File: src/source/analog_pkg.sv
// Analog path package with sample widths, averaging depth and packed channel pair types

package analog_pkg;

  ////////////////////////////////////////////////////////////////////////////
  // Widths
  ////////////////////////////////////////////////////////////////////////////

  localparam int ADC_IN_W  = 16;  // Raw ADC word incl. two reserved LSBs
  localparam int SAMPLE_W  = 14;  // Processed sample and DAC code
  localparam int SUM_W     = 15;  // Generator plus controller before clamping

  ////////////////////////////////////////////////////////////////////////////
  // Moving average
  ////////////////////////////////////////////////////////////////////////////

  localparam int AVG_DEPTH = 64;  // Window length in samples
  localparam int AVG_SHIFT = 6;   // log2 of window
  localparam int AVG_SUM_W = 20;  // Holds 64 full scale samples

  // Signed 14 bit limits
  localparam int SAMPLE_MAX = 2 ** (SAMPLE_W - 1) - 1;
  localparam int SAMPLE_MIN = -(2 ** (SAMPLE_W - 1));

  ////////////////////////////////////////////////////////////////////////////
  // Types
  ////////////////////////////////////////////////////////////////////////////

  typedef logic signed [SAMPLE_W-1:0] sample_t;    // Two's complement sample
  typedef logic        [SAMPLE_W-1:0] dac_code_t;  // Neg slope offset code

  // Raw converter words of both channels
  typedef struct packed {
    logic [ADC_IN_W-1:0] a;
    logic [ADC_IN_W-1:0] b;
  } raw_pair_t;

  // Signed samples of both channels
  typedef struct packed {
    sample_t a;
    sample_t b;
  } sample_pair_t;

  // Output codes of both channels
  typedef struct packed {
    dac_code_t a;
    dac_code_t b;
  } code_pair_t;

endpackage
File: src/source/analog_top.sv
// Analog data path top wiring ADC capture, DAC summing, channel A averaging and DAC codes
`timescale 1ns/1ps

module analog_top (
  input  logic                     adc_clk,     // Single clock for the whole path
  input  logic                     adc_rstn,    // Sync reset, active low
  input  analog_pkg::raw_pair_t    adc_dat_i,   // Raw ADC words
  input  analog_pkg::sample_pair_t asg_dat_i,   // Generator samples
  input  analog_pkg::sample_pair_t pid_dat_i,   // Controller samples
  input  logic                     loopback_i,  // Digital loopback
  output analog_pkg::sample_pair_t adc_dat_o,   // Converted ADC samples
  output analog_pkg::code_pair_t   dac_code_o   // DAC codes for A and B
);

  import analog_pkg::*;

  sample_pair_t sat;      // Clamped generator plus controller
  sample_t      avg_a;    // Channel A window average
  sample_pair_t dac_smp;  // What goes to the output stage

  ////////////////////////////////////////////////////////////////////////////
  // ADC side
  ////////////////////////////////////////////////////////////////////////////

  adc_front_end i_adc_front_end (
    .adc_clk    (adc_clk   ),
    .adc_rstn   (adc_rstn  ),
    .adc_raw_i  (adc_dat_i ),
    .loop_smp_i (sat       ),  // Loopback source
    .loopback_i (loopback_i),
    .adc_smp_o  (adc_dat_o )
  );

  ////////////////////////////////////////////////////////////////////////////
  // DAC side
  ////////////////////////////////////////////////////////////////////////////

  dac_sum_sat i_dac_sum_sat (
    .adc_clk  (adc_clk  ),
    .adc_rstn (adc_rstn ),
    .asg_i    (asg_dat_i),
    .pid_i    (pid_dat_i),
    .sat_o    (sat      )
  );

  // Only channel A is averaged
  moving_avg i_moving_avg (
    .adc_clk  (adc_clk ),
    .adc_rstn (adc_rstn),
    .smp_i    (sat.a   ),
    .avg_o    (avg_a   )
  );

  // B goes straight from the summer
  assign dac_smp = '{a: avg_a, b: sat.b};

  dac_output_stage i_dac_output_stage (
    .adc_clk    (adc_clk   ),
    .adc_rstn   (adc_rstn  ),
    .dac_smp_i  (dac_smp   ),
    .dac_code_o (dac_code_o)
  );

endmodule

File: src/source/dac_output_stage.sv
// DAC output stage that turns signed samples into negative slope codes and registers them
`timescale 1ns/1ps

module dac_output_stage (
  input  logic                     adc_clk,     // ADC sample clock
  input  logic                     adc_rstn,    // Sync reset, active low
  input  analog_pkg::sample_pair_t dac_smp_i,   // Averaged A and saturated B
  output analog_pkg::code_pair_t   dac_code_o   // Registered converter codes
);

  import analog_pkg::*;

  // Two's complement to the converter's offset code
  // Keep bit 13 and invert the lower bits
  function automatic dac_code_t to_code(sample_t smp);
    dac_code_t code;
    code = {smp[SAMPLE_W-1], ~smp[SAMPLE_W-2:0]};
    return code;
  endfunction

  code_pair_t code_nxt;  // Unregistered codes

  ////////////////////////////////////////////////////////////////////////////
  // Code mapping
  ////////////////////////////////////////////////////////////////////////////

  always_comb begin
    code_nxt.a = to_code(dac_smp_i.a);
    code_nxt.b = to_code(dac_smp_i.b);
  end

  ////////////////////////////////////////////////////////////////////////////
  // Output registers
  ////////////////////////////////////////////////////////////////////////////

  // Reset parks both outputs at midscale
  always_ff @(posedge adc_clk) begin
    if (!adc_rstn) begin
      dac_code_o.a <= to_code('0);  // 0x1FFF
      dac_code_o.b <= to_code('0);
    end else begin
      dac_code_o <= code_nxt;
    end
  end

endmodule

File: src/source/moving_avg.sv
// Running average of the last 64 channel A samples using a ring buffer and a running sum
`timescale 1ns/1ps

module moving_avg (
  input  logic                adc_clk,   // ADC sample clock
  input  logic                adc_rstn,  // Sync reset, active low
  input  analog_pkg::sample_t smp_i,     // Saturated channel A sample
  output analog_pkg::sample_t avg_o      // Floor average of the window
);

  import analog_pkg::*;

  sample_t                     ring_q [AVG_DEPTH];  // Past samples
  logic    [AVG_SHIFT-1:0]     idx_q;               // Next slot to overwrite
  logic signed [AVG_SUM_W-1:0] sum_q;               // Sum of all ring entries
  logic signed [AVG_SUM_W-1:0] new_ext;             // Incoming sample widened
  logic signed [AVG_SUM_W-1:0] old_ext;             // Retiring sample widened
  logic signed [AVG_SUM_W-1:0] sum_nxt;

  ////////////////////////////////////////////////////////////////////////////
  // Sum update
  ////////////////////////////////////////////////////////////////////////////

  // Sign extend both operands to the accumulator width
  always_comb begin
    new_ext = {{(AVG_SUM_W - SAMPLE_W){smp_i[SAMPLE_W-1]}}, smp_i};
    old_ext = {{(AVG_SUM_W - SAMPLE_W){ring_q[idx_q][SAMPLE_W-1]}}, ring_q[idx_q]};
    sum_nxt = sum_q + new_ext - old_ext;  // Add new, drop oldest
  end

  ////////////////////////////////////////////////////////////////////////////
  // Ring buffer and accumulator
  ////////////////////////////////////////////////////////////////////////////

  // Ring must be zero after reset
  // so the window restarts from an all zero history
  always_ff @(posedge adc_clk) begin
    if (!adc_rstn) begin
      for (int i = 0; i < AVG_DEPTH; i++) begin
        ring_q[i] <= '0;
      end
      idx_q <= '0;
      sum_q <= '0;
    end else begin
      ring_q[idx_q] <= smp_i;            // Overwrite oldest
      idx_q         <= idx_q + 1'b1;     // Wraps at 64 on its own
      sum_q         <= sum_nxt;
    end
  end

  // Divide by 64
  // arithmetic shift keeps the floor for negative sums
  assign avg_o = sample_t'(sum_q >>> AVG_SHIFT);

  ////////////////////////////////////////////////////////////////////////////
  // Checks
  ////////////////////////////////////////////////////////////////////////////

  // Index walks the ring one slot per cycle and stays inside it
  a_idx_step: assert property (
    @(posedge adc_clk) disable iff (!adc_rstn)
      $past(adc_rstn) |->
        (32'(idx_q) < AVG_DEPTH) && (idx_q == AVG_SHIFT'($past(idx_q) + 1'b1))
  ) else $error("moving_avg: write index skipped a slot");

  // Accumulator never drifts past 64 full scale samples
  a_sum_range: assert property (
    @(posedge adc_clk) disable iff (!adc_rstn)
      (sum_q >= AVG_DEPTH * SAMPLE_MIN) && (sum_q <= AVG_DEPTH * SAMPLE_MAX)
  ) else $error("moving_avg: running sum out of range");

endmodule

File: src/source/dac_sum_sat.sv
// DAC summer that adds generator and controller samples per channel and clamps to 14 bits
`timescale 1ns/1ps

module dac_sum_sat (
  input  logic                     adc_clk,   // Only for checking
  input  logic                     adc_rstn,  // Sync reset, active low
  input  analog_pkg::sample_pair_t asg_i,     // Generator samples
  input  analog_pkg::sample_pair_t pid_i,     // Controller samples
  output analog_pkg::sample_pair_t sat_o      // Clamped sums
);

  import analog_pkg::*;

  // Widen, add and clamp one channel
  function automatic sample_t sat_add(sample_t x, sample_t y);
    logic signed [SUM_W-1:0] sum;
    sample_t                 res;
    sum = $signed({x[SAMPLE_W-1], x}) + $signed({y[SAMPLE_W-1], y});
    if (sum > SAMPLE_MAX) begin
      res = sample_t'(SAMPLE_MAX);  // Positive rail
    end else if (sum < SAMPLE_MIN) begin
      res = sample_t'(SAMPLE_MIN);  // Negative rail
    end else begin
      res = sample_t'(sum);         // In range, pass through
    end
    return res;
  endfunction

  ////////////////////////////////////////////////////////////////////////////
  // Summing
  ////////////////////////////////////////////////////////////////////////////

  always_comb begin
    sat_o.a = sat_add(asg_i.a, pid_i.a);
    sat_o.b = sat_add(asg_i.b, pid_i.b);
  end

  // In range and never wrapped
  // Two inputs of equal sign must give a result of that sign
  property p_clamp(sample_t x, sample_t y, sample_t s);
    @(posedge adc_clk) disable iff (!adc_rstn)
      (s >= SAMPLE_MIN) && (s <= SAMPLE_MAX) &&
      ((x[SAMPLE_W-1] == y[SAMPLE_W-1]) -> (s[SAMPLE_W-1] == x[SAMPLE_W-1]));
  endproperty

  a_clamp_a: assert property (p_clamp(asg_i.a, pid_i.a, sat_o.a))
    else $error("dac_sum_sat: channel A sum wrapped");
  a_clamp_b: assert property (p_clamp(asg_i.b, pid_i.b, sat_o.b))
    else $error("dac_sum_sat: channel B sum wrapped");

endmodule

File: src/source/adc_front_end.sv
// ADC front end that registers raw words, converts them to signed samples and muxes loopback
`timescale 1ns/1ps

module adc_front_end (
  input  logic                     adc_clk,     // ADC sample clock
  input  logic                     adc_rstn,    // Sync reset, active low
  input  analog_pkg::raw_pair_t    adc_raw_i,   // Raw words from converter pins
  input  analog_pkg::sample_pair_t loop_smp_i,  // Saturated DAC side samples
  input  logic                     loopback_i,  // Digital loopback select
  output analog_pkg::sample_pair_t adc_smp_o    // Signed samples to the fabric
);

  import analog_pkg::*;

  logic [SAMPLE_W-1:0] raw_a_q;  // Channel A code from last edge
  logic [SAMPLE_W-1:0] raw_b_q;  // Channel B code from last edge
  sample_pair_t        conv;     // Converted register contents

  ////////////////////////////////////////////////////////////////////////////
  // Input register
  ////////////////////////////////////////////////////////////////////////////

  // Lowest two bits are reserved for 16 bit converters
  always_ff @(posedge adc_clk) begin
    if (!adc_rstn) begin
      raw_a_q <= '0;
      raw_b_q <= '0;
    end else begin
      raw_a_q <= adc_raw_i.a[ADC_IN_W-1 -: SAMPLE_W];  // Keep bits 15..2
      raw_b_q <= adc_raw_i.b[ADC_IN_W-1 -: SAMPLE_W];
    end
  end

  ////////////////////////////////////////////////////////////////////////////
  // Conversion and loopback
  ////////////////////////////////////////////////////////////////////////////

  // Negative slope code to two's complement
  // Top bit stays, the rest flips
  always_comb begin
    conv.a = sample_t'({raw_a_q[SAMPLE_W-1], ~raw_a_q[SAMPLE_W-2:0]});
    conv.b = sample_t'({raw_b_q[SAMPLE_W-1], ~raw_b_q[SAMPLE_W-2:0]});
  end

  // Loopback bypasses the register entirely
  always_comb begin
    if (loopback_i) begin
      adc_smp_o = loop_smp_i;  // Same cycle DAC samples
    end else begin
      adc_smp_o = conv;
    end
  end

  // Whichever source is selected must be clean once out of reset
  a_smp_known: assert property (
    @(posedge adc_clk) disable iff (!adc_rstn)
      !$isunknown(adc_smp_o)
  ) else $error("adc_front_end: unknown bits on sample output");

endmodule

File: config.mk
export PLATFORM = sky130hd
export DESIGN_NAME = analog_top
export DESIGN_NICKNAME = d
export VERILOG_FILES = /design/src/source/analog_pkg.sv /design/src/source/analog_top.sv /design/src/source/dac_output_stage.sv /design/src/source/moving_avg.sv /design/src/source/dac_sum_sat.sv /design/src/source/adc_front_end.sv
export SDC_FILE = /design/constraint.sdc
export NUM_CORES = 1
export LEC_CHECK = 0
export BUFFER_PORTS_ARGS = -buffer_cell sky130_fd_sc_hd__buf_4
export CAP_MARGIN = 40
export CORE_ASPECT_RATIO = 0.75
export CORE_UTILIZATION = 30
export DETAILED_ROUTE_END_ITERATION = 8
export PLACE_DENSITY = 0.52
export SLEW_MARGIN = 20
export SYNTH_ARGS = -nofsm -noshare
export SYNTH_HDL_FRONTEND = slang
export SYNTH_SLANG_ARGS = --single-unit
export TNS_END_PERCENT = 5
File: constraint.sdc
create_clock -name adc_clk -period 13.6 [get_ports adc_clk]
set_clock_uncertainty 0.15 [all_clocks]
set_input_delay 1.36 -clock adc_clk [delete_from_list [all_inputs] [get_ports adc_clk]]
set_output_delay 1.36 -clock adc_clk [all_outputs]
set_load 0.03 [all_outputs]
==> results.json <==
{
  "outcome": "finished clean",
  "max_slew_margin": 0.384,
  "fin_ws_ps": 6560,
  "hold_buffers": 0,
  "fin_cells": 5542,
  "hp-class": "register to register",
  "syn-num-nets": 3677,
  "path_class": "input pin to register",
  "busiest_layer": "met2",
  "crit_chain": "buf_4 -> ha_1 -> fa_1 -> a211oi_1 -> o21bai_1 -> a211oi_2 -> o22a_1 -> o21a_1 -> o31ai_4 -> buf_4 -> o21ai_4 -> buf_4 -> buf_12 -> inv_1 -> fa_1 -> ha_1 -> nor2b_1 -> o21a_1 -> o21ai_0 -> a21oi_1 -> o31ai_1 -> nor2b_1 -> o32a_1 -> mux2i_1",
  "vias": 29700,
  "drt-wirelength-per-cell_um": 26.0,
  "ys.flop_type": "edfxtp_1",
  "drtIter0Drc": 3249,
  "first_global_vias": 28100,
  "fp.coreArea_um2": 140000,
  "grt_pass1_wl_mm": 206,
  "critPathSlowestCell": "fa_1",
  "gr-usage-met3": 0.0588,
  "cp_max_fo": 42,
  "critPathRequiredTime_ps": 14030,
  "grt-ovfl-total": 0,
  "die_w_um": 436,
  "worstMarginPinSlew_ps": 920,
  "cts.path.max_buffers": 3,
  "clkTransAtPathRegs_ps": 60,
  "fin_tns_setup_ps": 0,
  "dp_cells": 5354,
  "placed_area_um2": 45900,
  "area_delta_synth_final_pct": 15.6,
  "ys_seq_area_frac": 0.673,
  "endpoint_kind": "register",
  "pre_cts_ws_ps": 5740,
  "arrival_ps": 7470,
  "ir_drop_uv": 99.4,
  "drc": 0,
  "htreeDepth": 3,
  "cts_inserted_buffers": 94,
  "start_util": 0.302,
  "cap_viol_max_count": 0,
  "setup_violations": 0,
  "clock_sinks": 978,
  "clk_latency_ps": 690,
  "die_h_um": 328,
  "p_per_area_nw_per_um2": 156,
  "vias_per_cell": 5.36,
  "ant_nets": 0,
  "dp_hpwl_mm": 86.2,
  "ys_ff_latch": 978,
  "final_nets": 3751,
  "yosys_warnings": 0,
  "synth_cells": 3516,
  "grtUsageMet1": 0.287,
  "io_pins": 147,
  "cp_num_buf_inv": 5,
  "crit_family": "compound AO/OA/AOI/OAI gates",
  "synth_edf_count": 896,
  "fin_area_um2": 49000,
  "drtPass1Iterations": 6,
  "drv_slew": 0,
  "grt_max_degree": 79,
  "fin_crit_sh": 0.517,
  "rows": 119,
  "die_area_um2": 143000,
  "grt_usage": 0.197,
  "critPathMaxStageDelay_ps": 500,
  "syn_avg_cell_area_um2": 12.1,
  "portBuffers": 142,
  "routed_wl_mm": 144,
  "gr-usage-met2": 0.287,
  "start_kind": "input pin",
  "rsz0062_at_grt": "no",
  "p_leak_nw": 17.9,
  "ys_async_sr_fraction": 0,
  "drive_gt1_frac": 0.130,
  "cts_tree": "built",
  "ctsResizeCount": 0,
  "synthDistinctLibCells": 69,
  "cts_root_buf": "clkbuf_16",
  "fin_crit_ps": 7040,
  "hold_viol": 0,
  "fmax_ghz": 0.142,
  "cts_setup_buffers": 0,
  "syn-cell-area_um2": 42400,
  "crit_top_cell": "buf_4",
  "place_congestion": 0.834,
  "antenna_found_initial": 4
}
[stage by stage]
stage	utilization	hold WS (ps)	power, W
CTS	0.348	238	0.00767
detailed placement	0.327	215	0.00510
finish	0.349	232	0.00767
global route	0.349	243	0.00795
floorplan	-	208	0.00455
global placement	0.326	222	0.00507
[power by group]
group	internal (W)	switching, W
combinational	0.000533	0.00106
sequential	0.00343	0.0000483
clock	0.00141	0.00119
total	0.00537	0.00230
[sequential cells by signal (all words and copies together) (netlist names)]
| name | cells |
|---|---|
| i_adc_front_end.raw_a_q | 14 |
| i_adc_front_end.raw_b_q | 14 |
| i_dac_output_stage.dac_code_o | 28 |
| i_moving_avg.idx_q | 6 |
| i_moving_avg.ring_q | 896 |
| i_moving_avg.sum_q | 20 |
[final timing paths]
path                            slack, ps              startpoint                           endpoint  cells past startpoint
worst min-delay path                  230  i_moving_avg.sum_q[15]  i_dac_output_stage.dac_code_o[23]                      1
worst min register to register        230  i_moving_avg.sum_q[15]  i_dac_output_stage.dac_code_o[23]                      1
worst max register to register       6630   i_moving_avg.idx_q[2]             i_moving_avg.sum_q[19]                     21
worst max-delay path                 6560           asg_dat_i[14]             i_moving_avg.sum_q[18]                     24
[layer usage]
| metal | vias to the layer above | wire length, um |
|---|---|---|
| met5 | - | 0 |
| met4 | 0 | 2600 |
| met3 | 163 | 15400 |
| met2 | 1373 | 62000 |
| met1 | 15100 | 64400 |
| li1 | 13100 | - |
[final cells by class]
class	instances	area (um^2)
diodes	1	2.50
clock inverters	52	402
repair buffers	306	2490
multi-input cells	2147	12500
inverters	63	236
well taps	1875	2350
flip-flops and latches	978	28500
clock buffers	120	2520
fillers	13800	91400
[Yosys cell counts, types with 23 or more instances]
cell type	instances	area [um^2]
edfxtp_1	896	26900
o21ai_0	85	425
clkbuf_1	222	833
a221oi_1	39	342
a21oi_1	72	360
ha_1	49	613
dfxtp_1	82	1640
nor2_1	925	3470
a41oi_1	38	333
a31oi_1	40	250
xnor2_1	23	201
inv_1	63	236
o22ai_1	37	231
and2_1	53	332
a22oi_1	334	2510
buf_2	70	350
a22o_1	40	350
buf_1	27	101
nand4_1	29	181
nand2_1	110	413
[cell usage in the layout (no fill, tap or decap), types with 22 or more instances in the layout]
master,count
nor2_1,925
buf_4,280
a21oi_1,65
nand4_1,29
inv_1,63
mux2i_1,22
nand3_1,22
a41oi_1,38
a22o_1,40
o21ai_1,63
xnor2_1,23
a22oi_1,334
nand2_1,110
o21ai_0,22
o22ai_1,37
and2_1,53
ha_1,49
a221oi_1,39
dfxtp_1,82
edfxtp_1,896
clkbuf_16,96
a31oi_1,39
[kinds of logic (layout without fill, tap and decap cells)]
| kind of cell | count (synthesis) | after routing | synth area share |
|---|---|---|---|
| xor+xnor | 33 | 33 | 0.00713 |
| mux | 23 | 23 | 0.00545 |
| flops | 978 | 978 | 0.673 |
| buf+inv | 391 | 541 | 0.0379 |
| compound gates | 766 | 766 | 0.128 |
| fa+ha+maj | 70 | 70 | 0.0244 |
| other cells | 0 | 1 | 0 |
| simple gates | 1255 | 1255 | 0.124 |
[worst reg2reg max path, stage by stage (launching register included)]
cell             delay, ps
dfxtp_1                460
buf_4                  330
nor3b_2                250
buf_4                  350
buf_4                  510
buf_4                  610
a221oi_1               230
a31oi_1                510
nor4_1                 140
clkdlybuf4s15_2        280
o211ai_1               190
fa_1                   500
inv_1                   70
ha_1                   260
and3_1                 210
a221oi_1               450
o21bai_1               170
a41oi_1                440
o31ai_1                170
a211oi_1               330
xnor2_1                100
and2_1                 160
Power figures use the tool's default switching activity.
